`src/hdl/cpu_bus_defines.svh`:
```
`ifndef CPU_BUS_DEFINES_SVH
`define CPU_BUS_DEFINES_SVH

// Bus widths.
`define CPU_ADDR_W 32
`define CPU_DATA_W 32
`define CPU_STRB_W 4

// One ID bit tells fetch from data.
`define CPU_ID_W 1

// Slave RAM depth in words.
`define RAM_WORDS 256

`endif

```
`src/hdl/cpu_bus_pkg.sv`:
```
`include "cpu_bus_defines.svh"

package cpu_bus_pkg;

    localparam logic [`CPU_ID_W-1:0] ID_INST = `CPU_ID_W'(0);
    localparam logic [`CPU_ID_W-1:0] ID_DATA = `CPU_ID_W'(1);

    // SRAM-side host ports.
    typedef struct packed {
        logic                   en;
        logic [`CPU_ADDR_W-1:0] addr;
    } sram_rd_req_t;

    typedef struct packed {
        logic                   valid;
        logic [`CPU_DATA_W-1:0] data;
    } sram_rd_rsp_t;

    typedef struct packed {
        logic                   en;
        logic [`CPU_ADDR_W-1:0] addr;
        logic [`CPU_DATA_W-1:0] data;
        logic [`CPU_STRB_W-1:0] mask;
    } sram_wr_req_t;

    // AXI4 channels, single beat only.
    typedef struct packed {
        logic                   valid;
        logic [`CPU_ID_W-1:0]   id;
        logic [`CPU_ADDR_W-1:0] addr;
    } axi_aw_t;

    typedef struct packed {
        logic                   valid;
        logic [`CPU_ID_W-1:0]   id;
        logic [`CPU_ADDR_W-1:0] addr;
    } axi_ar_t;

    typedef struct packed {
        logic                   valid;
        logic [`CPU_DATA_W-1:0] data;
        logic [`CPU_STRB_W-1:0] strb;
    } axi_w_t;

    typedef struct packed {
        logic                 valid;
        logic [`CPU_ID_W-1:0] id;
    } axi_b_t;

    typedef struct packed {
        logic                   valid;
        logic [`CPU_ID_W-1:0]   id;
        logic [`CPU_DATA_W-1:0] data;
    } axi_r_t;

    typedef struct packed {
        logic aw_ready;  // Slave to master.
        logic w_ready;   // Slave to master.
        logic ar_ready;  // Slave to master.
        logic b_ready;   // Master to slave.
        logic r_ready;   // Master to slave.
    } axi_rdy_t;

endpackage

```
`src/hdl/axi4_read_arbiter.sv`:
```
`timescale 1ns/1ps
`include "cpu_bus_defines.svh"

module axi4_read_arbiter (
    input  logic                 axi4_master,
    input  logic                 rst_n,
    input  cpu_bus_pkg::axi_ar_t ar_inst,
    input  cpu_bus_pkg::axi_ar_t ar_data,
    output logic                 ar_ready_inst,
    output logic                 ar_ready_data,
    output cpu_bus_pkg::axi_ar_t ar_out,
    input  logic                 ar_ready_out,
    input  cpu_bus_pkg::axi_r_t  r_in,
    output logic                 r_ready_in,
    output cpu_bus_pkg::axi_r_t  r_inst,
    output cpu_bus_pkg::axi_r_t  r_data,
    input  logic                 r_ready_inst,
    input  logic                 r_ready_data
);
    import cpu_bus_pkg::*;

    logic                 locked;     // A read is granted and not yet returned.
    logic                 gnt_data;
    logic                 prio_data;  // Data side wins the next tie.
    logic                 pick_data;
    logic                 any_req;
    logic [`CPU_ID_W-1:0] gnt_id;
    logic                 r_done;

    assign any_req   = ar_inst.valid || ar_data.valid;
    assign pick_data = ar_data.valid && (!ar_inst.valid || prio_data);
    assign gnt_id    = gnt_data ? ID_DATA : ID_INST;
    assign r_done    = r_in.valid && r_ready_in && (r_in.id == gnt_id);

    always_ff @(posedge axi4_master) begin
        if (!rst_n) begin
            locked    <= 1'b0;
            gnt_data  <= 1'b0;
            prio_data <= 1'b0;
        end else if (!locked) begin
            if (any_req) begin
                locked    <= 1'b1;
                gnt_data  <= pick_data;
                prio_data <= !pick_data;  // Loser goes first next time.
            end
        end else if (r_done) begin
            locked <= 1'b0;
        end
    end

    // Granted request goes out with its ID stamped on.
    assign ar_out = '{
        valid: locked && (gnt_data ? ar_data.valid : ar_inst.valid),
        id:    gnt_id,
        addr:  gnt_data ? ar_data.addr : ar_inst.addr
    };

    assign ar_ready_inst = locked && !gnt_data && ar_ready_out;
    assign ar_ready_data = locked && gnt_data && ar_ready_out;

    // Return path steered by RID.
    assign r_inst = '{
        valid: r_in.valid && (r_in.id == ID_INST),
        id:    r_in.id,
        data:  r_in.data
    };
    assign r_data = '{
        valid: r_in.valid && (r_in.id == ID_DATA),
        id:    r_in.id,
        data:  r_in.data
    };

    assign r_ready_in = (r_in.id == ID_DATA) ? r_ready_data : r_ready_inst;

endmodule

```
`config.mk`:
```
export PLATFORM = sky130hd
export DESIGN_NAME = axi4_read_arbiter
export DESIGN_NICKNAME = d
export VERILOG_FILES = /design/src/hdl/cpu_bus_pkg.sv /design/src/hdl/axi4_read_arbiter.sv
export VERILOG_INCLUDE_DIRS = /design/src /design/src/hdl
export SDC_FILE = /design/constraint.sdc
export NUM_CORES = 1
export LEC_CHECK = 0
export BUFFER_PORTS_ARGS = -buffer_cell sky130_fd_sc_hd__buf_2
export CORE_AREA = 2 2 83 85
export DETAILED_ROUTE_END_ITERATION = 10
export DIE_AREA = 0 0 85 87
export MAX_ROUTING_LAYER = met4
export PLACE_DENSITY = 0.71
export SLEW_MARGIN = 25
export SYNTH_ARGS = -nofsm -noshare
export SYNTH_HDL_FRONTEND = slang
export SYNTH_SLANG_ARGS = --single-unit
```
`constraint.sdc`:
```
create_clock -name axi4_master -period 1.5 [get_ports axi4_master]
set_clock_uncertainty 0.15 [all_clocks]
set_input_delay 0.15 -clock axi4_master [delete_from_list [all_inputs] [get_ports axi4_master]]
set_output_delay 0.15 -clock axi4_master [all_outputs]
set_load 0.01 [all_outputs]
```
==> impl_metrics.toml, run 1 <==
[outcome]
status = "complete, but fails checks"
violations = "setup timing"

[sta]
hold_violations = 0
drv_slew = 0
fin_crit_ns = 1.55
maxSlewHeadroom_pct = 84.8
finalSetupViolCount = 32
fmax_mhz = 645
fin_crit_sh_pct = 103
worst_slack_ns = -0.0507
worst_pin_slew_ns = 0.227
tns_ns = -0.952
grt_setup_unrepaired = "true"

[cts]
clockBufferDepth = 2
cts_tree = "done"
clk_pin_slew_ns = 0.03
insertion_delay_ns = 0.22
cts-hold-fix-buffers = 0
clock-sinks = 3
cts_buffers = 3
h-tree-depth = 1
clockRootBuffer = "clkbuf_8"

[placed_design]
numPortBuffers = 113
gp_congestion = 0.744
placed_area_sq_um = 1350
hpwl_mm = 2.44

[setup_path]
crit_type = "flop to primary output"
r2r_slack_ns = 0.26
cp.required_ns = 1.20
end_kind = "primary output"
cpPeakStageDelay_ns = 0.42
crit_slowest_cell = "dfxtp_4"
crit_path_start_kind = "flop"
crit_fanout = 7
path_cells = "clkbuf_16, mux2_4, buf_6"
arrival_ns = 1.25

[drt]
num_vias = 974
met1_length_mm = 1.12
drc = 0
final_antenna_net_count = 0
drtIter0Drc = 4
dr.max_layer_used = "met4"
viasPerCell = 3.79
firstDrtPassIters = 3
wl_per_cell_microns = 12.3
routed-wl-met3_microns = 397
wirelength_mm = 3.15
route.met2.wl_mm = 1.58

[power]
p_leak_uw = 0.000897
peakVddDrop_uv = 430
p_comb_share_pct = 62.1
power.share.clock_pct = 26.8
switching_share_pct = 29.0
p_sw_uw = 259
p_per_area_nw_per_um2 = 526
sequentialPowerShare_pct = 11.1
p_int_uw = 632

[logic_synthesis]
syn_inst = 125
ys_seq_area_share_pct = 4.89
ys_seq_elements = 3
synth_warnings = 0
synth_area_sq_um = 1230
synth_most_common_cell = "buf_4"
synth_commonest_cells = "buf_4 (67), mux2_4 (28), mux2_2 (5)"
ys.flop_type = "dfxtp_1"
synth-async-reset-ratio_pct = 0
synth_top_area_share_pct = 41.0
synth-edff-count = 0
synthTopCellsByArea = "buf_4 (41%), mux2_4 (34%), dfxtp_1 (4.9%), mux2_2 (4.6%), buf_12 (3.3%)"
synth.avg_cell_area_sq_um = 9.82
synth_nets = 232
yosys.area.top_type = "buf_4"
synth_cell_types = 21

[grt]
grt_overflow = 0
grt_pass1_vias = 909
antenna_found_initial = 0
grt_use_total_pct = 7.74
grt_pass1_wl_mm = 4.37
grt_start_max_net_pins = 16

[die]
start_util_pct = 18.7
rows = 30
num_io_pins = 212
die-area_sq_um = 7400
die_h_microns = 87
die_w_microns = 85
core-area_sq_um = 6570

[cells_and_area]
diodes = 0
area_growth_pct = 37.9
layout-drive-gt1-share_pct = 88.1
final_area_sq_um = 1690
num-nets-final = 285

[run]
drv_cap = 0

[min_path]
hp-class = "input port to flop"
[metal layers]
layer | track usage [%] | vias up
met3 | 3.41 | 7
li1 | - | 455
met2 | 11.9 | 90
met4 | 3.32 | 0
met1 | 8.71 | 422
met5 | - | -
[repair_timing]
item / 4_1_cts / 5_1_grt
setup endpoints to repair: 32 / 33
gates cloned: 1 / 1
gates resized for setup: 20 / 22
setup buffers: 2 / 0
[critical path, delay by kind of cell (launching register included)]
family	cells	cell delay, ns
DFF	1	0.42
buffers and inverters	2	0.31
muxes	1	0.31
[logic make-up after synthesis]
logic type,Yosys count,synth area share (%)
DFF,3,4.89
muxes,34,39.7
xor gates and xnor gates,1,0.714
and+or+nand+nor,12,5.91
AOI/OAI and AO/OA,4,2.45
buffers and inverters,71,46.4
[layout make-up]
type                    count  area (sq um)
fillers                   695          4880
flip-flops and latches      3          63.8
repair buffers            119           867
multi-input cells          51           617
clock buffers               4          45.0
well taps                  80           100
[per-stage QoR]
| stage | std cells | worst slack [ns] | utilization [%] | hold WS (ns) | total power, uW |
|---|---|---|---|---|---|
| after floorplan | 125 | 0.258 | - | 0.122 | 522 |
| after global placement | 249 | 0.155 | 20.6 | 0.150 | 511 |
| after detailed placement | 249 | 0.136 | 20.6 | 0.150 | 521 |
| after CTS | 256 | -0.0853 | 23.6 | 0.0187 | 840 |
| after global routing | 257 | -0.102 | 25.8 | 0.0373 | 949 |
| final | 257 | -0.0507 | 25.8 | 0.0175 | 891 |
[cells in the final DEF, fill, tap and decap left out, types with 2 or more instances in the layout]
cell,instances
dfxtp_1,2
nand2b_1,2
buf_6,31
buf_4,2
buf_12,2
clkbuf_8,3
mux2_4,33
nor2b_1,3
and2_1,2
buf_2,82
[path summary, 6_finish.rpt]
check                           cells past startpoint              startpoint                endpoint
worst max register to register                      4   gnt_data$_SDFFE_PN0P_       locked$_SDFF_PN0_
worst max-delay path                                3   gnt_data$_SDFFE_PN0P_              ar_out[15]
worst min-delay path                                2                r_in[33]       locked$_SDFF_PN0_
worst min register to register                      2  prio_data$_SDFFE_PN0P_  prio_data$_SDFFE_PN0P_
[flip-flops by register name, summed over array words and instances, names as in the netlist]
name       flops
gnt_data       1
locked         1
prio_data      1
[power by group through the flow]
stage / combinational [uW] / clock [uW] / sequential [uW]
4_1_cts: 496 / 247 / 97.1
3_5_place_dp: 426 / 0 / 95.8
2_1_floorplan: 430 / 0 / 92.6
5_1_grt: 589 / 259 / 101
6_report: 553 / 239 / 98.7
3_3_place_gp: 416 / 0 / 95.0
No activity file was read; power rests on OpenSTA's default activity.
==> run 2, diff against run 1 <==
SKIP_CTS_REPAIR_TIMING = 1   (was unset)
==> run 2 against run 1 <==
- the run still ends with setup timing left
- largest cell class unchanged
- critical path type unchanged
- via count rose by 0.62%
- largest power group unchanged
- global-route usage fell by 0.71 points
- clock power barely moved
- register-to-register slack improved by 0.04 ns
==> impl_metrics.toml, run 2 (same netlist as run 1, synthesis figures left out) <==
[placed_design]
placed_area_sq_um = 1350
gp_congestion = 0.744
numPortBuffers = 113
dp_cells = 249
place_ws_ns = 0.136
hpwl_mm = 2.44

[power]
switching_share_pct = 29.7
p_sw_uw = 258
peakVddDrop_uv = 430
sequentialPowerShare_pct = 11.3
p_int_uw = 611
p_leak_uw = 0.000884
p_per_area_nw_per_um2 = 528
p_comb_share_pct = 61.1
power.share.clock_pct = 27.6

[drt]
wirelength_mm = 3.28
route.met2.wl_mm = 1.60
met1_length_mm = 1.23
drtIter0Drc = 5
routed-wl-met3_microns = 397
firstDrtPassIters = 3
num_vias = 980
drc = 0
viasPerCell = 3.80
dr.max_layer_used = "met4"
wl_per_cell_microns = 12.7
final_antenna_net_count = 0

[setup_path]
crit_path_start_kind = "flop"
crit_family = "flip-flops"
cpPeakStageDelay_ns = 0.41
critical_path_cell_count = 3
cp.required_ns = 1.20
path_cells = "clkbuf_16, mux2_4, buf_6"
reg2reg_depth = 4
arrival_ns = 1.25
crit_type = "flop to primary output"
end_kind = "primary output"
path_buf_inv = 2
crit_fanout = 7
crit_slowest_cell = "dfxtp_4"

[sta]
finalSetupViolCount = 32
drv_slew = 0
fmax_mhz = 644
hold_violations = 0
maxSlewHeadroom_pct = 85.0
worst_slack_ns = -0.0536
worst_pin_slew_ns = 0.225
grt_setup_unrepaired = "true"
fin_crit_ns = 1.55
fin_crit_sh_pct = 104

[cts]
insertion_delay_ns = 0.22
cts_tree = "done"
clk_pin_slew_ns = 0.03
cts_buffers = 3
clockRootBuffer = "clkbuf_8"
clockBufferDepth = 2
h-tree-depth = 1
clock-sinks = 3

[cells_and_area]
area_growth_pct = 34.1
layout-drive-gt1-share_pct = 88.2
num-nets-final = 286
diodes = 0
mostFrequentLayoutCell = "buf_2"
final_cell_mix = "buf_2 (90), mux2_4 (33), buf_6 (24)"
instances_no_fill = 258
final_area_sq_um = 1650
reg_top3 = "gnt_data x1, locked x1, prio_data x1"
final_util_pct = 25.1
fill_cells = 700

[min_path]
hp-class = "input port to flop"
hold_path_depth = 2

[run]
drv_cap = 0

[die]
die_w_microns = 85
die-area_sq_um = 7400
start_util_pct = 18.7
die_h_microns = 87
rows = 30
num_io_pins = 212
core-area_sq_um = 6570

[grt]
grt_start_max_net_pins = 30
grt_pass1_wl_mm = 4.04
grt_pass1_vias = 863
grt_overflow = 0
grt_use_total_pct = 7.03
antenna_found_initial = 0

[outcome]
status = "complete, but fails checks"
violations = "setup timing"
-- run 2: changes by cell type in the layout (fill, tap and decap cells not counted) --
cell       previous run  this run
buf_12                2         1
buf_16                1         0
buf_2                82        90
buf_6                31        24
buf_8                 0         1
clkbuf_16             1         2
-- run 2: per-layer routing --
layer	global-route usage, %	vias up
li1	-	456
met1	7.80	427
met2	10.6	90
met3	3.41	7
met4	3.32	0
met5	-	-
-- run 2: metrics by stage --
stage               setup TNS [ns]  hold slack, ns  power, uW
CTS                          -1.80          0.0187        768
floorplan                        0           0.122        522
global placement                 0           0.150        511
detailed placement               0           0.150        521
finish                       -1.15          0.0173        869
global route                 -2.66          0.0373        926
-- run 2: cell type report --
class                      count  area (sq um)  area share [%]
sequential                     3          63.8            3.88
tap                           80           100            6.08
clock buffer                   4          45.0            2.74
multi-input combinational     51           617            37.5
timing repair buffer         120           821            49.8
-- run 2: power groups by stage --
| stage | clock [uW] | combinational, uW | sequential (uW) |
|---|---|---|---|
| 2_1_floorplan | 0 | 430 | 92.6 |
| 3_3_place_gp | 0 | 416 | 95.0 |
| 3_5_place_dp | 0 | 426 | 95.8 |
| 4_1_cts | 247 | 427 | 94.7 |
| 5_1_grt | 259 | 566 | 100 |
| 6_report | 240 | 531 | 98.3 |
-- run 2: path summary, 6_finish.rpt --
check / from / end / slack, ns
hold / removal: r_in[33] / locked$_SDFF_PN0_ / 0.02
setup reg to reg: gnt_data$_SDFFE_PN0P_ / locked$_SDFF_PN0_ / 0.30
setup / recovery: gnt_data$_SDFFE_PN0P_ / ar_out[13] / -0.05
hold reg to reg: prio_data$_SDFFE_PN0P_ / prio_data$_SDFFE_PN0P_ / 0.38
