### src/hdl/cpu_bus_defines.svh
`ifndef CPU_BUS_DEFINES_SVH
`define CPU_BUS_DEFINES_SVH

// Bus widths.
`define CPU_ADDR_W 32
`define CPU_DATA_W 32
`define CPU_STRB_W 4

// One ID bit tells fetch from data.
`define CPU_ID_W 1

// Slave RAM depth in words.
`define RAM_WORDS 256

`endif

### src/hdl/cpu_bus_pkg.sv
`include "cpu_bus_defines.svh"

package cpu_bus_pkg;

    localparam logic [`CPU_ID_W-1:0] ID_INST = `CPU_ID_W'(0);
    localparam logic [`CPU_ID_W-1:0] ID_DATA = `CPU_ID_W'(1);

    // SRAM-side host ports.
    typedef struct packed {
        logic                   en;
        logic [`CPU_ADDR_W-1:0] addr;
    } sram_rd_req_t;

    typedef struct packed {
        logic                   valid;
        logic [`CPU_DATA_W-1:0] data;
    } sram_rd_rsp_t;

    typedef struct packed {
        logic                   en;
        logic [`CPU_ADDR_W-1:0] addr;
        logic [`CPU_DATA_W-1:0] data;
        logic [`CPU_STRB_W-1:0] mask;
    } sram_wr_req_t;

    // AXI4 channels, single beat only.
    typedef struct packed {
        logic                   valid;
        logic [`CPU_ID_W-1:0]   id;
        logic [`CPU_ADDR_W-1:0] addr;
    } axi_aw_t;

    typedef struct packed {
        logic                   valid;
        logic [`CPU_ID_W-1:0]   id;
        logic [`CPU_ADDR_W-1:0] addr;
    } axi_ar_t;

    typedef struct packed {
        logic                   valid;
        logic [`CPU_DATA_W-1:0] data;
        logic [`CPU_STRB_W-1:0] strb;
    } axi_w_t;

    typedef struct packed {
        logic                 valid;
        logic [`CPU_ID_W-1:0] id;
    } axi_b_t;

    typedef struct packed {
        logic                   valid;
        logic [`CPU_ID_W-1:0]   id;
        logic [`CPU_DATA_W-1:0] data;
    } axi_r_t;

    typedef struct packed {
        logic aw_ready;  // Slave to master.
        logic w_ready;   // Slave to master.
        logic ar_ready;  // Slave to master.
        logic b_ready;   // Master to slave.
        logic r_ready;   // Master to slave.
    } axi_rdy_t;

endpackage

### src/hdl/axi4_master_inst.sv
`timescale 1ns/1ps
`include "cpu_bus_defines.svh"

module axi4_master_inst (
    input  logic                      axi4_master,
    input  logic                      rst_n,
    input  cpu_bus_pkg::sram_rd_req_t fetch_req,
    output cpu_bus_pkg::sram_rd_rsp_t fetch_rsp,
    output cpu_bus_pkg::axi_ar_t      ar,
    input  logic                      ar_ready,
    input  cpu_bus_pkg::axi_r_t       r,
    output logic                      r_ready
);
    import cpu_bus_pkg::*;

    typedef enum logic [1:0] {fs_idle, fs_addr, fs_data} fetch_state_t;

    fetch_state_t           state;
    logic [`CPU_ADDR_W-1:0] addr_q;
    logic [`CPU_DATA_W-1:0] data_q;
    logic                   valid_q;
    logic                   r_fire;

    assign r_fire = r.valid && r_ready && (r.id == ID_INST);

    always_ff @(posedge axi4_master) begin
        if (!rst_n) begin
            state   <= fs_idle;
            valid_q <= 1'b0;
        end else begin
            valid_q <= 1'b0;
            case (state)
                fs_idle: begin
                    if (fetch_req.en) begin
                        state <= fs_addr;
                    end
                end
                fs_addr: begin
                    if (ar_ready) begin
                        state <= fs_data;
                    end
                end
                fs_data: begin
                    if (r_fire) begin
                        state   <= fs_idle;
                        valid_q <= 1'b1;  // One-cycle pulse.
                    end
                end
                default: state <= fs_idle;
            endcase
        end
    end

    always_ff @(posedge axi4_master) begin
        if (state == fs_idle && fetch_req.en) begin
            addr_q <= fetch_req.addr;
        end
        if (r_fire) begin
            data_q <= r.data;
        end
    end

    assign ar        = '{valid: (state == fs_addr), id: ID_INST, addr: addr_q};
    assign r_ready   = (state == fs_data);
    assign fetch_rsp = '{valid: valid_q, data: data_q};

endmodule

### config.mk
export PLATFORM = sky130hd
export DESIGN_NAME = axi4_master_inst
export DESIGN_NICKNAME = d
export VERILOG_FILES = /design/src/hdl/cpu_bus_pkg.sv /design/src/hdl/axi4_master_inst.sv
export VERILOG_INCLUDE_DIRS = /design/src /design/src/hdl
export SDC_FILE = /design/constraint.sdc
export NUM_CORES = 1
export LEC_CHECK = 0
export ABC_AREA = 1
export BUFFER_PORTS_ARGS = -buffer_cell sky130_fd_sc_hd__buf_2
export CORE_MARGIN = 1
export CORE_UTILIZATION = 30
export CTS_CLUSTER_DIAMETER = 120
export DETAILED_ROUTE_END_ITERATION = 16
export PLACE_DENSITY_LB_ADDON = 0.3
export SYNTH_ARGS = -nofsm -noshare
export SYNTH_HDL_FRONTEND = slang
export SYNTH_SLANG_ARGS = --single-unit
### constraint.sdc
create_clock -name axi4_master -period 1.9 [get_ports axi4_master]
set_clock_uncertainty 0.05 [all_clocks]
set_input_delay 0.475 -clock axi4_master [delete_from_list [all_inputs] [get_ports axi4_master]]
set_output_delay 0.475 -clock axi4_master [all_outputs]
set_load 0.02 [all_outputs]
==> results of run 1 <==
==> logic make-up after synthesis <==
logic type             count (synthesis)
flip-flops                            67
AND/OR/NAND/NOR                       10
buffers and inverters                 10
AO/OA/AOI/OAI                          2
other                                  1
==> area by class of cell <==
class                   instances  share of cell area [%]
inverters                       8                  0.9646
multi-input cells              13                   1.969
repair buffers                138                   22.75
well taps                      80                   3.215
clock buffers                  10                   4.100
flip-flops and latches         67                   63.67
clock inverters                 6                   3.336
==> routing by layer <==
layer,routed length (um),vias up
met5,0,-
met4,57,0
met3,531,8
met2,1722,97
met1,1706,604
li1,-,622
==> layout by cell type (no fill, tap or decap) <==
cell type  netlist  layout
buf_2            0     136
edfxtp_1        64      64
clkbuf_8         0       9
inv_1            6       6
nand2_1          5       5
bufinv_16        0       3
dfxtp_1          3       3
inv_2            2       2
nor2_2           2       2
nor2_1           2       2
clkinv_2         0       2
nand3_1          1       1
a21oi_2          1       1
a21oi_1          1       1
conb_1           1       1
clkinv_1         0       1
clkbuf_1         0       1
buf_12           0       1
buf_4            2       1
==> registers in the layout (all words and copies together) (netlist names) <==
register / flops
valid_q: 1
addr_q: 32
data_q: 32
state: 2
==> power by group <==
part           internal (uW)  switching [uW]
sequential              1690            15.2
combinational           92.9             142
clock                    863             488
total                   2640             645
==> critical path, stage by stage, from the launching register on <==
cell	delay (ns)
dfxtp_1	0.38
inv_2	0.06
nor2_2	0.12
buf_2	0.18
==> stage by stage <==
step,instance area [sq um],power (uW),hold WS [ns],setup slack (ns)
final,3113,3288,0.2703,0.3098
after CTS,3113,3334,0.2450,0.2799
after global placement,2882,1970,0.4976,0.4558
after detailed placement,2882,1973,0.4979,0.4335
after global routing,3113,3417,0.2388,0.2099
after floorplan,2088,1846,0.4730,0.07343
==> worst max-delay path by stage <==
stage	endpoint	startpoint
after floorplan	data_q[0]	state[1]
after global placement	data_q[8]	r[32]
after detailed placement	data_q[8]	r[32]
after CTS	r_ready	state[1]
after global routing	r_ready	state[1]
final	r_ready	state[1]
==> qor.csv, run 1 <==
stage,metric,value,unit
status,status,finished clean,
critical_path,r2r_setup_slack,0.59,ns
logic_synthesis,synth_largest_area_cell,edfxtp_1,
critical_path,r2r-start,state[1],
global_routing,grt_pass1_wl,5.996,mm
clocking,cts.hold.buffers_added,0,
finish,antenna_cells,0,
logic_synthesis,synth_compound_area_share,0.6591,%
critical_path,cp-start-kind,flop,
floorplan,row_count,30,
global_routing,met3_usage,6.226,%
global_routing,grt_use_total,11.28,%
finish,instances_no_fill,322,
logic_synthesis,yosysSeqAreaShare,94.91,%
global_routing,grt_max_degree,33,
logic_synthesis,synthArstFlopShare,0,%
global_routing,grt_pass1_vias,1293,
finish,fillers,615,
timing,finalSetupViolCount,0,
floorplan,fp.dieH,85.43,um
logic_synthesis,ys_types,12,
finish,utilization,46.07,%
logic_synthesis,synth_top_family_by_area,buffers and inverters,
clocking,clock-sinks,67,
power_and_ir_drop,cellPowerDensity,1056,mW/mm^2
detailed_routing,routed_via_density,4.134,
finish,regArea,0.001982,sq mm
finish,area_delta_synth_final,49.07,%
floorplan,die-area,0.007298,sq mm
clocking,cts_buffers,9,
clocking,ctsRootBufferMaster,clkbuf_8,
critical_path,cp.arrival,1.07,ns
finish,drive_gt1_share,64.88,%
detailed_routing,num_vias,1331,
floorplan,die_x,85.43,um
clocking,cts_setup_buffers,0,
global_routing,grt_overflow_total,0,
floorplan,core-area,0.006756,sq mm
timing,rsz0062_at_grt,no,
detailed_routing,wire_per_inst,12.48,um
logic_synthesis,synth-edff-count,64,
logic_synthesis,yosysMostFrequentCell,edfxtp_1,
logic_synthesis,synth-simple-area-share,2.097,%
logic_synthesis,yosysWarnings,0,
floorplan,start_util,30.91,%
placed_design,port-buffer-count,136,
logic_synthesis,synthAdderAreaFrac,0,%
placed_design,gp_congestion,0.7207,
finish,final_nets,307,
run,cap_violations,0,
timing,tns,0,ns
timing,fin_crit,1.590,ns
worst_hold_path,min_path_cells,1,
detailed_routing,initialDrtViolationCount,33,
logic_synthesis,synth_commonest_cells,"64 x edfxtp_1, 6 x inv_1, 5 x nand2_1",
logic_synthesis,synth.area.mux_share,0,%
critical_path,path_max_fanout,3,
timing,timing.final.crit_share,83.70,%
logic_synthesis,synth.ff_latch_count,67,
logic_synthesis,avgSynthCellArea,23.20,sq um
critical_path,reg2reg_depth,5,
timing,hold_viol,0,
placed_design,dpl.hpwl,3.003,mm
detailed_routing,ant_nets,0,
critical_path,r2r_end,data_q[5],
global_routing,gr-max-usage-layer,met2,
detailed_routing,drc,0,
clocking,path_clk_slew,0.07,ns
logic_synthesis,synth_nets,160,
clocking,clk_latency,0.32,ns
detailed_routing,dr.pass1.iters,6,
critical_path,crit_type,reg2out,
clocking,htreeDepth,3,
timing,final-max-slew-violation-count,0,
global_routing,grt.met2_usage,16.58,%
floorplan,io_pins,138,
power_and_ir_drop,peakVddDrop,0.0005749,V
critical_path,worstPathRequired,1.37,ns
global_routing,antenna_found_initial,0,
placed_design,placed_cells,306,
logic_synthesis,synthCells,90,
finish,multiInputGateArea,61.31,sq um
logic_synthesis,netlist.area_leader.share,92.03,%
worst_hold_path,hp-class,in2reg,
clocking,cts_resized,0,
global_routing,use_met1,12.84,%
logic_synthesis,synthFlopType,edfxtp_1,
logic_synthesis,synthXorXnorAreaFrac,0,%
clocking,cts_tree,done,
worst_hold_path,min-delay-start,fetch_req[14],
clocking,cts.path.max_buffers,2,
timing,max_freq,0.6288,GHz
worst_hold_path,hold_end,addr_q[14],
critical_path,setup.worst_path.end_class,primary output,
logic_synthesis,synth_area_leaders,"edfxtp_1 92%, dfxtp_1 2.9%, inv_1 1.1%",
logic_synthesis,syn_area,0.002088,sq mm
detailed_routing,drt_wl_total,4.017,mm
power_and_ir_drop,power_leakage,0.001356,uW
No activity file was read; power rests on OpenSTA's default activity.
==> run 2, diff against run 1 <==
clock period = 1.67 ns   (was 1.9 ns; I/O delays follow)
==> qor.csv, run 2 (synthesis gave the netlist of run 1 again) <==
stage,metric,value,unit,change
clocking,cts_resized,0,,unchanged
power_and_ir_drop,power_leakage,0.001333,uW,-1.7%
finish,antenna_cells,0,,unchanged
detailed_routing,routed_via_density,4.028,,-2.6%
critical_path,crit_type,reg2out,,
status,status,finished clean,,
clocking,clk_latency,0.33,ns,about the same
finish,most-common-layout-cells,"136 x buf_2, 64 x edfxtp_1, 9 x clkbuf_8",,
timing,finalSetupViolCount,0,,unchanged
clocking,clock-sinks,67,,unchanged
power_and_ir_drop,p_total,3487,uW,+6.1%
critical_path,r2r_end,data_q[16],,
critical_path,r2r_setup_slack,0.35,ns,-0.24 ns
timing,rsz0062_at_grt,no,,
floorplan,fp.dieH,85.43,um,unchanged
clocking,path_clk_slew,0.08,ns,about the same
worst_hold_path,hp-class,in2reg,,
clocking,cts.path.max_buffers,2,,unchanged
critical_path,setup.worst_path.end_class,primary output,,
critical_path,reg2reg_depth,5,,unchanged
critical_path,endpoint,r_ready,,
detailed_routing,ant_nets,0,,unchanged
timing,final-max-slew-violation-count,0,,unchanged
clocking,cts_setup_buffers,0,,unchanged
finish,final_common_cell,buf_2,,
finish,top_regs,"addr_q: 32 flops, data_q: 32 flops, state: 2 flops",,
timing,max_freq,0.6559,GHz,
floorplan,row_count,30,,unchanged
power_and_ir_drop,cellPowerDensity,1128,mW/mm^2,+6.8%
detailed_routing,dr.pass1.iters,4,,-2
timing,hold_viol,0,,unchanged
power_and_ir_drop,peakVddDrop,0.0007673,V,+33%
placed_design,gp_congestion,0.7318,,+1.5%
floorplan,die_x,85.43,um,unchanged
floorplan,core-area,0.006756,sq mm,unchanged
placed_design,port-buffer-count,136,,unchanged
clocking,htreeDepth,3,,unchanged
clocking,cts_tree,done,,
detailed_routing,num_vias,1297,,-2.6%
finish,fillers,593,,-3.6%
detailed_routing,initialDrtViolationCount,21,,-36%
global_routing,grt_pass1_vias,1231,,-4.8%
critical_path,cp-start-kind,flop,,
global_routing,grt_max_degree,33,,unchanged
finish,utilization,45.76,%,-0.31 points
detailed_routing,drt_wl_total,3.871,mm,-3.6%
clocking,cts.hold.buffers_added,0,,unchanged
clocking,cts_buffers,9,,unchanged
timing,fin_crit,1.525,ns,
global_routing,grt_use_total,10.90,%,-0.38 points
critical_path,crit_start,state[1],,
critical_path,worstPathRequired,1.20,ns,-0.17 ns
finish,area_delta_synth_final,48.05,%,
floorplan,start_util,30.91,%,unchanged
global_routing,antenna_found_initial,0,,unchanged
critical_path,cp.arrival,1.06,ns,about the same
finish,final_nets,307,,unchanged
run,cap_violations,0,,unchanged
clocking,ctsRootBufferMaster,clkbuf_8,,
detailed_routing,drc,0,,unchanged
finish,drive_gt1_share,65.70,%,+0.83 points
floorplan,die-area,0.007298,sq mm,unchanged
critical_path,r2r-start,state[1],,
timing,tns,0,ns,unchanged
floorplan,io_pins,138,,unchanged
timing,timing.final.crit_share,91.30,%,
global_routing,grt_pass1_wl,5.685,mm,-5.2%
global_routing,grt_overflow_total,0,,unchanged
critical_path,path_max_fanout,3,,unchanged
detailed_routing,wire_per_inst,12.02,um,-3.6%
[run 2: worst min path at each step]
stage	startpoint	endpoint	slack, ns	depth (start not counted)
floorplan	fetch_req[0]	addr_q[0]	0.47	0
global placement	state[0]	state[1]	0.50	2
detailed placement	state[0]	state[1]	0.50	2
CTS	fetch_req[6]	addr_q[6]	0.18	1
global route	r[21]	data_q[21]	0.18	1
finish	fetch_req[6]	addr_q[6]	0.20	1
[run 2: report_power, final]
group	switching (uW)	total [uW]	internal (uW)
clock network	587	1280	692
registers	15.8	1930	1920
logic	162	274	112
[run 2: through the flow]
step | area (sq um) | hold slack (ns) | setup WS, ns | cells
2_1_floorplan | 2092 | 0.4664 | 0.09988 | 90
3_3_place_gp | 2898 | 0.4958 | 0.2708 | 306
3_5_place_dp | 2898 | 0.5026 | 0.2552 | 306
4_1_cts | 3092 | 0.1842 | 0.1107 | 322
5_1_grt | 3092 | 0.1790 | 0.07306 | 322
6_report | 3092 | 0.2039 | 0.1453 | 322
[run 2: layer usage]
metal / share of wire (%) / GRT usage, % / vias to the layer above
met2: 40 / 14.47 / 109
li1: - / - / 626
met3: 15 / 6.420 / 9
met4: 2.4 / 7.727 / 0
met1: 42 / 13.04 / 553
met5: 0 / 0 / -
[run 2: area by class of cell]
| type | instances | area [sq um] | area share (%) |
|---|---|---|---|
| Clock buffer | 10 | 127.6 | 4.128 |
| Clock inverter | 6 | 66.31 | 2.145 |
| Inverter | 8 | 33.78 | 1.093 |
| Multi-Input combinational cell | 13 | 61.31 | 1.983 |
| Sequential cell | 67 | 1982 | 64.10 |
| Tap cell | 80 | 100.1 | 3.238 |
| Timing Repair Buffer | 138 | 720.7 | 23.31 |
[run 2: critical path, cell delays in order, from the launching register on]
cell and delay [ns]:
dfxtp_1 0.39, inv_2 0.05, nor2_2 0.11, buf_2 0.18
