--- config.mk ---
export PLATFORM = sky130hd
export DESIGN_NAME = axi4_master_data
export DESIGN_NICKNAME = d
export VERILOG_FILES = /design/src/hdl/cpu_bus_pkg.sv /design/src/hdl/axi4_master_data.sv
export VERILOG_INCLUDE_DIRS = /design/src /design/src/hdl
export SDC_FILE = /design/constraint.sdc
export NUM_CORES = 1
export LEC_CHECK = 0
export ABC_AREA = 1
export BUFFER_PORTS_ARGS = -buffer_cell sky130_fd_sc_hd__buf_2
export CAP_MARGIN = 30
export CORE_MARGIN = 1
export CORE_UTILIZATION = 45
export CTS_CLUSTER_DIAMETER = 150
export DETAILED_ROUTE_END_ITERATION = 16
export PLACE_DENSITY = 0.86
export SKIP_LAST_GASP = 1
export SYNTH_ARGS = -nofsm -noshare
export SYNTH_HDL_FRONTEND = slang
export SYNTH_SLANG_ARGS = --single-unit
--- constraint.sdc ---
create_clock -name axi4_master -period 3.3 [get_ports axi4_master]
set_clock_uncertainty 0.2 [all_clocks]
set_input_delay 0.165 -clock axi4_master [delete_from_list [all_inputs] [get_ports axi4_master]]
set_output_delay 0.165 -clock axi4_master [all_outputs]
set_load 0.005 [all_outputs]
--- src/hdl/cpu_bus_defines.svh ---
`ifndef CPU_BUS_DEFINES_SVH
`define CPU_BUS_DEFINES_SVH

// Bus widths.
`define CPU_ADDR_W 32
`define CPU_DATA_W 32
`define CPU_STRB_W 4

// One ID bit tells fetch from data.
`define CPU_ID_W 1

// Slave RAM depth in words.
`define RAM_WORDS 256

`endif

--- src/hdl/cpu_bus_pkg.sv ---
`include "cpu_bus_defines.svh"

package cpu_bus_pkg;

    localparam logic [`CPU_ID_W-1:0] ID_INST = `CPU_ID_W'(0);
    localparam logic [`CPU_ID_W-1:0] ID_DATA = `CPU_ID_W'(1);

    // SRAM-side host ports.
    typedef struct packed {
        logic                   en;
        logic [`CPU_ADDR_W-1:0] addr;
    } sram_rd_req_t;

    typedef struct packed {
        logic                   valid;
        logic [`CPU_DATA_W-1:0] data;
    } sram_rd_rsp_t;

    typedef struct packed {
        logic                   en;
        logic [`CPU_ADDR_W-1:0] addr;
        logic [`CPU_DATA_W-1:0] data;
        logic [`CPU_STRB_W-1:0] mask;
    } sram_wr_req_t;

    // AXI4 channels, single beat only.
    typedef struct packed {
        logic                   valid;
        logic [`CPU_ID_W-1:0]   id;
        logic [`CPU_ADDR_W-1:0] addr;
    } axi_aw_t;

    typedef struct packed {
        logic                   valid;
        logic [`CPU_ID_W-1:0]   id;
        logic [`CPU_ADDR_W-1:0] addr;
    } axi_ar_t;

    typedef struct packed {
        logic                   valid;
        logic [`CPU_DATA_W-1:0] data;
        logic [`CPU_STRB_W-1:0] strb;
    } axi_w_t;

    typedef struct packed {
        logic                 valid;
        logic [`CPU_ID_W-1:0] id;
    } axi_b_t;

    typedef struct packed {
        logic                   valid;
        logic [`CPU_ID_W-1:0]   id;
        logic [`CPU_DATA_W-1:0] data;
    } axi_r_t;

    typedef struct packed {
        logic aw_ready;  // Slave to master.
        logic w_ready;   // Slave to master.
        logic ar_ready;  // Slave to master.
        logic b_ready;   // Master to slave.
        logic r_ready;   // Master to slave.
    } axi_rdy_t;

endpackage

--- src/hdl/axi4_master_data.sv ---
`timescale 1ns/1ps
`include "cpu_bus_defines.svh"

module axi4_master_data (
    input  logic                      axi4_master,
    input  logic                      rst_n,
    input  cpu_bus_pkg::sram_wr_req_t wr_req,
    output logic                      wr_busy,
    input  cpu_bus_pkg::sram_rd_req_t rd_req,
    output cpu_bus_pkg::sram_rd_rsp_t rd_rsp,
    output cpu_bus_pkg::axi_aw_t      aw,
    output cpu_bus_pkg::axi_w_t       w,
    output cpu_bus_pkg::axi_ar_t      ar,
    input  cpu_bus_pkg::axi_b_t       b,
    input  cpu_bus_pkg::axi_r_t       r,
    input  logic                      aw_ready,
    input  logic                      w_ready,
    input  logic                      ar_ready,
    output logic                      b_ready,
    output logic                      r_ready
);
    import cpu_bus_pkg::*;

    typedef enum logic [1:0] {ws_idle, ws_addr, ws_data, ws_resp} wr_state_t;
    typedef enum logic [1:0] {rs_idle, rs_wait, rs_addr, rs_data} rd_state_t;

    wr_state_t wr_state;
    rd_state_t rd_state;

    logic [`CPU_ADDR_W-1:0] wr_addr_q;
    logic [`CPU_DATA_W-1:0] wr_data_q;
    logic [`CPU_STRB_W-1:0] wr_mask_q;
    logic [`CPU_ADDR_W-1:0] rd_addr_q;
    logic [`CPU_DATA_W-1:0] rd_data_q;
    logic                   rd_valid_q;
    logic                   wr_accept;
    logic                   rd_accept;
    logic                   hazard;     // Held read against the write in flight.
    logic                   hazard_in;  // New read against the write in flight.

    assign wr_accept = (wr_state == ws_idle) && wr_req.en;
    assign rd_accept = (rd_state == rs_idle) && rd_req.en;
    assign wr_busy   = (wr_state != ws_idle);
    assign hazard    = wr_busy && (wr_addr_q == rd_addr_q);
    assign hazard_in = wr_busy && (wr_addr_q == rd_req.addr);

    // ====================
    // Write machine.
    // ====================
    always_ff @(posedge axi4_master) begin
        if (!rst_n) begin
            wr_state <= ws_idle;
        end else begin
            case (wr_state)
                ws_idle: begin
                    if (wr_req.en) begin
                        wr_state <= ws_addr;
                    end
                end
                ws_addr: begin
                    if (aw_ready) begin
                        wr_state <= ws_data;
                    end
                end
                ws_data: begin
                    if (w_ready) begin
                        wr_state <= ws_resp;
                    end
                end
                ws_resp: begin
                    if (b.valid && b.id == ID_DATA) begin
                        wr_state <= ws_idle;
                    end
                end
                default: wr_state <= ws_idle;
            endcase
        end
    end

    always_ff @(posedge axi4_master) begin
        if (wr_accept) begin
            wr_addr_q <= wr_req.addr;
            wr_data_q <= wr_req.data;
            wr_mask_q <= wr_req.mask;
        end
    end

    assign aw      = '{valid: (wr_state == ws_addr), id: ID_DATA, addr: wr_addr_q};
    assign w       = '{valid: (wr_state == ws_data), data: wr_data_q, strb: wr_mask_q};
    assign b_ready = (wr_state == ws_resp);

    // ====================
    // Read machine.
    // ====================
    always_ff @(posedge axi4_master) begin
        if (!rst_n) begin
            rd_state   <= rs_idle;
            rd_valid_q <= 1'b0;
        end else begin
            rd_valid_q <= 1'b0;
            case (rd_state)
                rs_idle: begin
                    if (rd_req.en) begin
                        rd_state <= hazard_in ? rs_wait : rs_addr;
                    end
                end
                rs_wait: begin
                    if (!hazard) begin  // Write has landed.
                        rd_state <= rs_addr;
                    end
                end
                rs_addr: begin
                    if (ar_ready) begin
                        rd_state <= rs_data;
                    end
                end
                rs_data: begin
                    if (r.valid && r.id == ID_DATA) begin
                        rd_state   <= rs_idle;
                        rd_valid_q <= 1'b1;
                    end
                end
                default: rd_state <= rs_idle;
            endcase
        end
    end

    always_ff @(posedge axi4_master) begin
        if (rd_accept) begin
            rd_addr_q <= rd_req.addr;
        end
        if (r_ready && r.valid) begin
            rd_data_q <= r.data;
        end
    end

    assign ar      = '{valid: (rd_state == rs_addr), id: ID_DATA, addr: rd_addr_q};
    assign r_ready = (rd_state == rs_data);
    assign rd_rsp  = '{valid: rd_valid_q, data: rd_data_q};

endmodule

==> results of run 1 <==
-- kinds of logic after synthesis --
group	count (synthesis)	synth area share
flops	137	0.737
other cells	1	0.000680
compound gates	18	0.0191
simple gates	188	0.138
fa+ha+maj	9	0.0204
xor+xnor	18	0.0286
buf+inv	79	0.0558
-- worst reg2reg max path, cell delays in order (launching register included) --
cell and delay, ns:
dfxtp_1 0.33, inv_1 0.10, ha_1 0.21, nand2_1 0.08
inv_2 0.31, buf_12 0.34
-- per-stage QoR --
stage	power [uW]	instance area, um^2	std cells
5_1_grt	6290	9160	1048
4_1_cts	5970	9160	1048
3_3_place_gp	3690	7120	879
2_1_floorplan	3150	5520	451
3_5_place_dp	3730	7120	879
6_report	6020	9160	1049
-- sequential cells by signal, summed over array words and instances, names as in the netlist --
signal,count
wr_data_q,32
wr_mask_q,4
wr_addr_q,32
rd_valid_q,1
rd_addr_q,32
rd_data_q,32
rd_state,2
wr_state,2
-- layout by cell type (no fill, tap or decap), types with 2 or more instances in the layout --
cell / instances
dfxtp_1: 5
nor2_2: 5
clkbuf_16: 17
clkinv_4: 2
clkinvlp_4: 2
buf_4: 2
xor2_1: 9
inv_6: 3
nand4_1: 2
o21ai_1: 4
nor2_1: 42
inv_2: 15
bufinv_16: 5
buf_2: 281
ha_1: 9
o22ai_1: 2
inv_1: 59
edfxtp_1: 132
nand3_1: 8
xnor2_1: 9
clkbuf_8: 2
nand2_1: 126
o21ai_0: 6
conb_1: 2
dlygate4sd3_1: 137
clkinv_1: 2
a21oi_1: 3
-- power breakdown --
part,total [uW],switching [uW],leakage [uW],internal (uW)
Combinational,1350,751,0.00268,596
Clock,2130,738,0.000321,1390
Sequential,2550,219,0.00128,2330
-- worst max path at each step --
stage                              to
2_1_floorplan  wr_addr_q[0]$_DFFE_PP_
3_3_place_gp   wr_mask_q[3]$_DFFE_PP_
3_5_place_dp   wr_data_q[9]$_DFFE_PP_
4_1_cts         rd_valid_q$_SDFF_PN0_
5_1_grt         rd_valid_q$_SDFF_PN0_
6_report        rd_valid_q$_SDFF_PN0_
-- area by class of cell --
class	count	area, um^2	area share
clock inverters	13	214	0.0234
repair buffers	421	2810	0.307
diodes	1	2.50	0.000273
well taps	147	184	0.0201
multi-input cells	235	1140	0.125
inverters	76	285	0.0311
flip-flops and latches	137	4060	0.444
clock buffers	19	453	0.0494
-- metal layers --
metal	wire length [um]	global-route usage	up-vias
li1	-	-	2342
met1	6090	0.286	2312
met2	9360	0.526	273
met3	1380	0.0891	55
met4	642	0.155	0
met5	0	0	-
==> impl_results.md, run 1 <==
- Post-synth top area share: 0.719
- DRC viols: 0
- Starting density of the core: 0.461
- Initial antenna violation count: 0
- Seq cells post-synth: 137
- CP top delay family: buffers and inverters
- Sequential area share after synthesis: 0.737
- Root buffer cell: clkbuf_16
- Min Tclk post-route: 1.99 ns
- R2R depth: 5
- DR WL/cell: 16.7 um
- Crit path launch type: input pin
- Slack of the critical path: 1.31 ns
- Area Growth Syn to Fin: 66.2%
- Mean Syn Cell Area: 12.3 um^2
- Cells after synthesis: 450
- DR iter-0 viols: 336
- Via Count: 4982
- WP data arrival: 2.09 ns
- # rows: 40
- Crit path cell chain: dlygate4sd3_1 > buf_2 > nand2_1 > dlygate4sd3_1 > nor2_1 > dlygate4sd3_1
- Main synth FF type: edfxtp_1
- Max-slew violation count: 0
- FF-to-FF Start: wr_state[0]$_SDFFE_PN0P_
- Final hold violations: 0
- CP required: 3.40 ns
- Final #Nets: 1040
- Post-synth EDFFs: 132
- Vias in the first global route: 5254
- Num CTS Buffers: 17
- Top-count cell post-synth: edfxtp_1
- Post-synth top area cell: edfxtp_1
- CTS tree: yes
- Stages on worst setup path: 6
- Hold_buf cts: 137
- Setup repair bufs after CTS: 0
- RSZ-0062 raised after global routing: false
- CP most frequent cell: dlygate4sd3_1
- CP Buf/Inv Count: 4
- Antenna Nets Post-Route: 0
- Library cells used by synthesis: 27
- Detailed Place HPWL: 10100 um
- Total GRT Usage: 0.286
- Die W: 113 um
- DR vias/cell: 4.75
- Period utilization: 0.602
- Remaining global-route overflow: 0
- Worst-path fanout max: 5
- Max cap viols: 0
- CTS resizes: 0
- First-pass DRT Iterations: 7
- Worst hold path depth: 5
- Cell area after synthesis: 5510 um^2
- Pleak: 0.00428 uW
- Layout cells sized above 1: 0.377
- # fillers: 673
- Worst reg2reg setup slack: 1.38 ns
- Port Buf Inserts: 281
- HP Class: in -> reg
- Total die area: 12700 um^2
- Worst R2R End: wr_data_q[2]$_DFFE_PP_
- Pin count of the biggest net entering global routing: 53
- Drt total wl: 17500 um
- GPL Wtd Cong: 0.815
- Critical Path Start: rst_n
- Chip height: 113 um
- Endpoints failing setup: 0
- Critical Path Slowest Stage Cell: dlygate4sd3_1
- Worst-path clk slew: 0.06 ns
- Htree depth: 4
- Min-delay src: b[0]
- Final TNS setup: 0 ns
- Sinks on Clock Net: 137
- Total I/O pin count: 284
- Worst setup EP type: register
- P per Cell Area: 658 nW/um^2
- Worst-Skew Late Latency: 0.41 ns
- Ys Warns: 0
- Final Util: 0.766
- Final hold slack: 0.0227 ns
- CP Class: in -> reg
- Clock buffer depth: 2
- Global-route wire length before repair: 26700 um
- Worst slack, placed: 1.41 ns
- Largest cells by area after synthesis: edfxtp_1 (72%), nand2_1 (8.6%), inv_1 (4.1%)
- Status: finished clean
- Post-synth top cells: edfxtp_1 (132), nand2_1 (126), inv_1 (60)
- VDD IR max: 0.000461 V
- Core Region: 12000 um^2
- Top achievable clock speed: 503 MHz
- Hold Path Sink: wr_state[1]$_SDFFE_PN0P_
- Synth async-reset ratio: 0
- Largest stage delay, worst path: 0.56 ns
No activity file was read; power rests on OpenSTA's default activity.
==> run 2: changes to the inputs <==
==> constraint.sdc (replaced) <==
create_clock -name axi4_master -period 2 [get_ports axi4_master]
set_clock_uncertainty 0.2 [all_clocks]
set_input_delay 0.1 -clock axi4_master [delete_from_list [all_inputs] [get_ports axi4_master]]
set_output_delay 0.1 -clock axi4_master [all_outputs]
set_load 0.005 [all_outputs]
==> impl_results.md, run 2 (synthesis gave the netlist of run 1 again) <==
- Area Growth Syn to Fin: 67.2%
- Crit path launch type: input pin
- Total die area: 12700 um^2
- DR iter-0 viols: 300
- First-pass DRT Iterations: 5
- ANT cells: 0
- Pleak: 0.00429 uW
- Critical Path Slowest Stage Cell: dlygate4sd3_1
- CP most frequent cell: dlygate4sd3_1
- Post-place instance area: 7190 um^2
- Detailed Place HPWL: 10100 um
- Total I/O pin count: 284
- CTS tree: yes
- Worst-path clk slew: 0.06 ns
- Final hold slack: -0.0181 ns
- Largest stage delay, worst path: 0.56 ns
- Chip height: 113 um
- Vias in the first global route: 5305
- VDD IR max: 0.000805 V
- CP required: 2.16 ns
- Initial antenna violation count: 0
- DRC viols: 0
- Layout cells sized above 1: 0.384
- Status: complete, but fails checks
- Commonest non-fill, non-tap cell in the layout: buf_2
- Port Buf Inserts: 281
- DR WL/cell: 16.8 um
- CP top delay family: buffers and inverters
- Starting density of the core: 0.461
- Worst slack, placed: 0.250 ns
- Max-slew violation count: 0
- Sinks on Clock Net: 137
- CP Buf/Inv Count: 4
- Final TNS setup: 0 ns
- Htree depth: 4
- Failing checks: negative hold slack
- CP Class: in -> reg
- Worst-path fanout max: 5
- Root buffer cell: clkbuf_16
- DR vias/cell: 4.70
- Num CTS Buffers: 17
- RSZ-0062 raised after global routing: false
- Endpoints failing setup: 0
- Total GRT Usage: 0.282
- Top achievable clock speed: 515 MHz
- HP Class: in -> reg
- # rows: 40
- GPL Wtd Cong: 0.810
- Period utilization: 0.971
- P per Cell Area: 1080 nW/um^2
- Crit path cell chain: dlygate4sd3_1 > buf_2 > nand2_1 > dlygate4sd3_1 > nor2_1 > dlygate4sd3_1
- Via Count: 4942
- Worst setup EP type: register
- Max cap viols: 0
- Die W: 113 um
- Most frequent cells in the layout: buf_2 (281), dlygate4sd3_1 (139), edfxtp_1 (132)
- Antenna Nets Post-Route: 0
- Clock buffer depth: 2
- Global-route wire length before repair: 26400 um
- WP data arrival: 2.10 ns
- Final #Nets: 1043
- Slack of the critical path: 0.0579 ns
- Core Region: 12000 um^2
- Pin count of the biggest net entering global routing: 43
- Min Tclk post-route: 1.94 ns
- Post-Layout Inst Area: 9220 um^2
- Worst-Skew Late Latency: 0.42 ns
- Drt total wl: 17700 um
- Remaining global-route overflow: 0
- Final hold violations: 1
## run 2: tightest hold or removal path, cell delays in order
cell,delay [ns]
buf_2,0.10
inv_1,0.04
nand2_1,0.06
o2111ai_2,0.11
o311a_1,0.15
## run 2: repair_timing
item / CTS / global route
hold buffers: 139 / 0
resized for setup: 0 / 1
endpoints found under the hold margin: 137 / 0
endpoints found under the setup margin: 0 / 1
setup buffers: 0 / 0
## run 2: final cells by class
type | instances | area [um^2]
Sequential cell | 137 | 4070
Timing Repair Buffer | 424 | 2880
Fill cell | 681 | 2740
Multi-Input combinational cell | 235 | 1170
Clock buffer | 19 | 443
Inverter | 76 | 289
Clock inverter | 13 | 193
Tap cell | 147 | 184
## run 2: path summary, 6_finish.rpt
kind	from	endpoint	slack (ns)	cells after the start
worst min-delay path	w_ready	wr_state[0]$_SDFFE_PN0P_	-0.02	5
worst max register to register	wr_state[0]$_SDFFE_PN0P_	wr_state[1]$_SDFFE_PN0P_	0.11	6
worst max-delay path	rst_n	rd_valid_q$_SDFF_PN0_	0.06	6
worst min register to register	wr_state[1]$_SDFFE_PN0P_	wr_state[1]$_SDFFE_PN0P_	0.33	2
## run 2: stage by stage
step,util,power (uW),std cells
global route,0.771,10400,1051
finish,0.771,9920,1051
floorplan,-,5220,451
detailed placement,0.601,6280,880
CTS,0.770,9820,1051
global placement,0.601,6200,880
## run 2: layer usage
layer,track usage,vias up,routed length (um)
li1,-,2350,-
met1,0.286,2256,6020
met2,0.523,282,9450
met3,0.0821,54,1500
met4,0.141,0,709
met5,0,-,0
## run 2: report_power, final
part	switching, uW	leakage (uW)	internal [uW]
Sequential	356	0.00128	3850
Combinational	1280	0.00271	1080
Clock	1230	0.000305	2140
Total	2860	0.00429	7060
==> run 3: changes to the inputs <==
--- a/config.mk
+++ b/config.mk
@@ -13,6 +13,7 @@
 export CORE_UTILIZATION = 45
 export CTS_CLUSTER_DIAMETER = 150
 export DETAILED_ROUTE_END_ITERATION = 16
+export HOLD_SLACK_MARGIN = 0.06
 export PLACE_DENSITY = 0.86
 export SKIP_LAST_GASP = 1
 export SYNTH_ARGS = -nofsm -noshare
==> impl_results.md, run 3 (synthesis gave the netlist of run 1 again) <==
- Htree depth: 4
- Crit path launch type: input pin
- Vias in the first global route: 5295
- Total die area: 12700 um^2
- Endpoints failing setup: 0
- Worst setup path endpoint: rd_valid_q$_SDFF_PN0_
- Drt total wl: 17500 um
- Commonest non-fill, non-tap cell in the layout: buf_2
- Most frequent cells in the layout: buf_2 (281), dlygate4sd3_1 (144), edfxtp_1 (132)
- Final #Nets: 1048
- Worst-path fanout max: 5
- First-pass DRT Iterations: 5
- Min Tclk post-route: 1.93 ns
- VDD IR max: 0.000810 V
- Port Buf Inserts: 281
- Layout cells sized above 1: 0.381
- Hold_buf cts: 144
- Worst-Skew Late Latency: 0.42 ns
- Pleak: 0.00430 uW
- Worst R2R End: rd_state[0]$_SDFFE_PN0P_
- Post-Layout Inst Area: 9260 um^2
- CP Class: in -> reg
- Area Growth Syn to Fin: 68.0%
- Antenna Nets Post-Route: 0
- CTS resizes: 0
- Sinks on Clock Net: 137
- Clock buffer depth: 2
- FF-to-FF Start: wr_state[1]$_SDFFE_PN0P_
- Worst setup EP type: register
- Final hold slack: 0.184 ns
- CP required: 2.17 ns
- Max cap viols: 0
- CTS tree: yes
- DR WL/cell: 16.6 um
- DR iter-0 viols: 276
- Critical Path Start: rst_n
- Die W: 113 um
- Post-place instance area: 7190 um^2
- Period utilization: 0.963
- P per Cell Area: 1070 nW/um^2
- RSZ-0062 raised after global routing: false
- Final hold violations: 0
- ANT cells: 0
- GPL Wtd Cong: 0.810
- Num CTS Buffers: 17
- Worst reg2reg setup slack: 0.20 ns
- Setup repair bufs after CTS: 0
- Status: finished clean
- Total GRT Usage: 0.279
- Core Region: 12000 um^2
- Top achievable clock speed: 519 MHz
- Detailed Place HPWL: 10100 um
- Global-route wire length before repair: 26200 um
- Chip height: 113 um
- Min-delay src: wr_req[11]
- Total I/O pin count: 284
- HP Class: in -> reg
- Worst-path clk slew: 0.06 ns
- Initial antenna violation count: 0
- Max-slew violation count: 0
- Root buffer cell: clkbuf_16
- Final TNS setup: 0 ns
- Via Count: 4996
- WP data arrival: 2.09 ns
- R2R depth: 12
- Pin count of the biggest net entering global routing: 43
- Starting density of the core: 0.461
- Remaining global-route overflow: 0
- DRC viols: 0
- # rows: 40
- DR vias/cell: 4.73
-- run 3: worst min-delay path by stage --
| stage | slack (ns) | endpoint | cells after the start |
|---|---|---|---|
| 2_1_floorplan | -0.001 | rd_addr_q[0]$_DFFE_PP_ | 0 |
| 3_3_place_gp | 0.08 | rd_data_q[10]$_DFFE_PP_ | 1 |
| 3_5_place_dp | 0.08 | rd_data_q[31]$_DFFE_PP_ | 1 |
| 4_1_cts | 0.18 | wr_data_q[20]$_DFFE_PP_ | 2 |
| 5_1_grt | 0.18 | wr_addr_q[2]$_DFFE_PP_ | 2 |
| 6_report | 0.18 | wr_data_q[7]$_DFFE_PP_ | 2 |
-- run 3: power breakdown --
| part | switching, uW | internal, uW | total, uW |
|---|---|---|---|
| Combinational | 1280 | 1070 | 2350 |
| Sequential | 352 | 3840 | 4200 |
| Clock | 1220 | 2140 | 3350 |
| Total | 2850 | 7050 | 9900 |
-- run 3: metal layers --
layer	wire, um	vias to the layer above	track usage
li1	-	2357	-
met1	6200	2284	0.286
met2	9290	298	0.515
met3	1360	57	0.0740
met4	706	0	0.156
met5	0	-	0
-- run 3: cell type report --
cell class                      count  area [um^2]
Sequential cell                   137         4070
Clock buffer                       19          443
Inverter                           76          289
Clock inverter                     13          193
Timing Repair Buffer              429         2930
Multi-Input combinational cell    235         1160
Fill cell                         678         2700
Tap cell                          147          184
-- run 3: per-stage QoR --
step                      std cells  utilization  worst slack (ns)  power (uW)
after detailed placement        880        0.601             0.250        6280
after CTS                      1056        0.774             0.125        9810
after floorplan                 451            -            -0.167        5220
final                          1056        0.774            0.0734        9900
after global placement          880        0.601             0.297        6200
after global routing           1056        0.774            0.0252       10300
-- run 3: critical path, stage by stage --
cell and delay (ns):
dlygate4sd3_1 0.53, buf_2 0.18, nand2_1 0.07, dlygate4sd3_1 0.55, nor2_1 0.10, dlygate4sd3_1 0.55
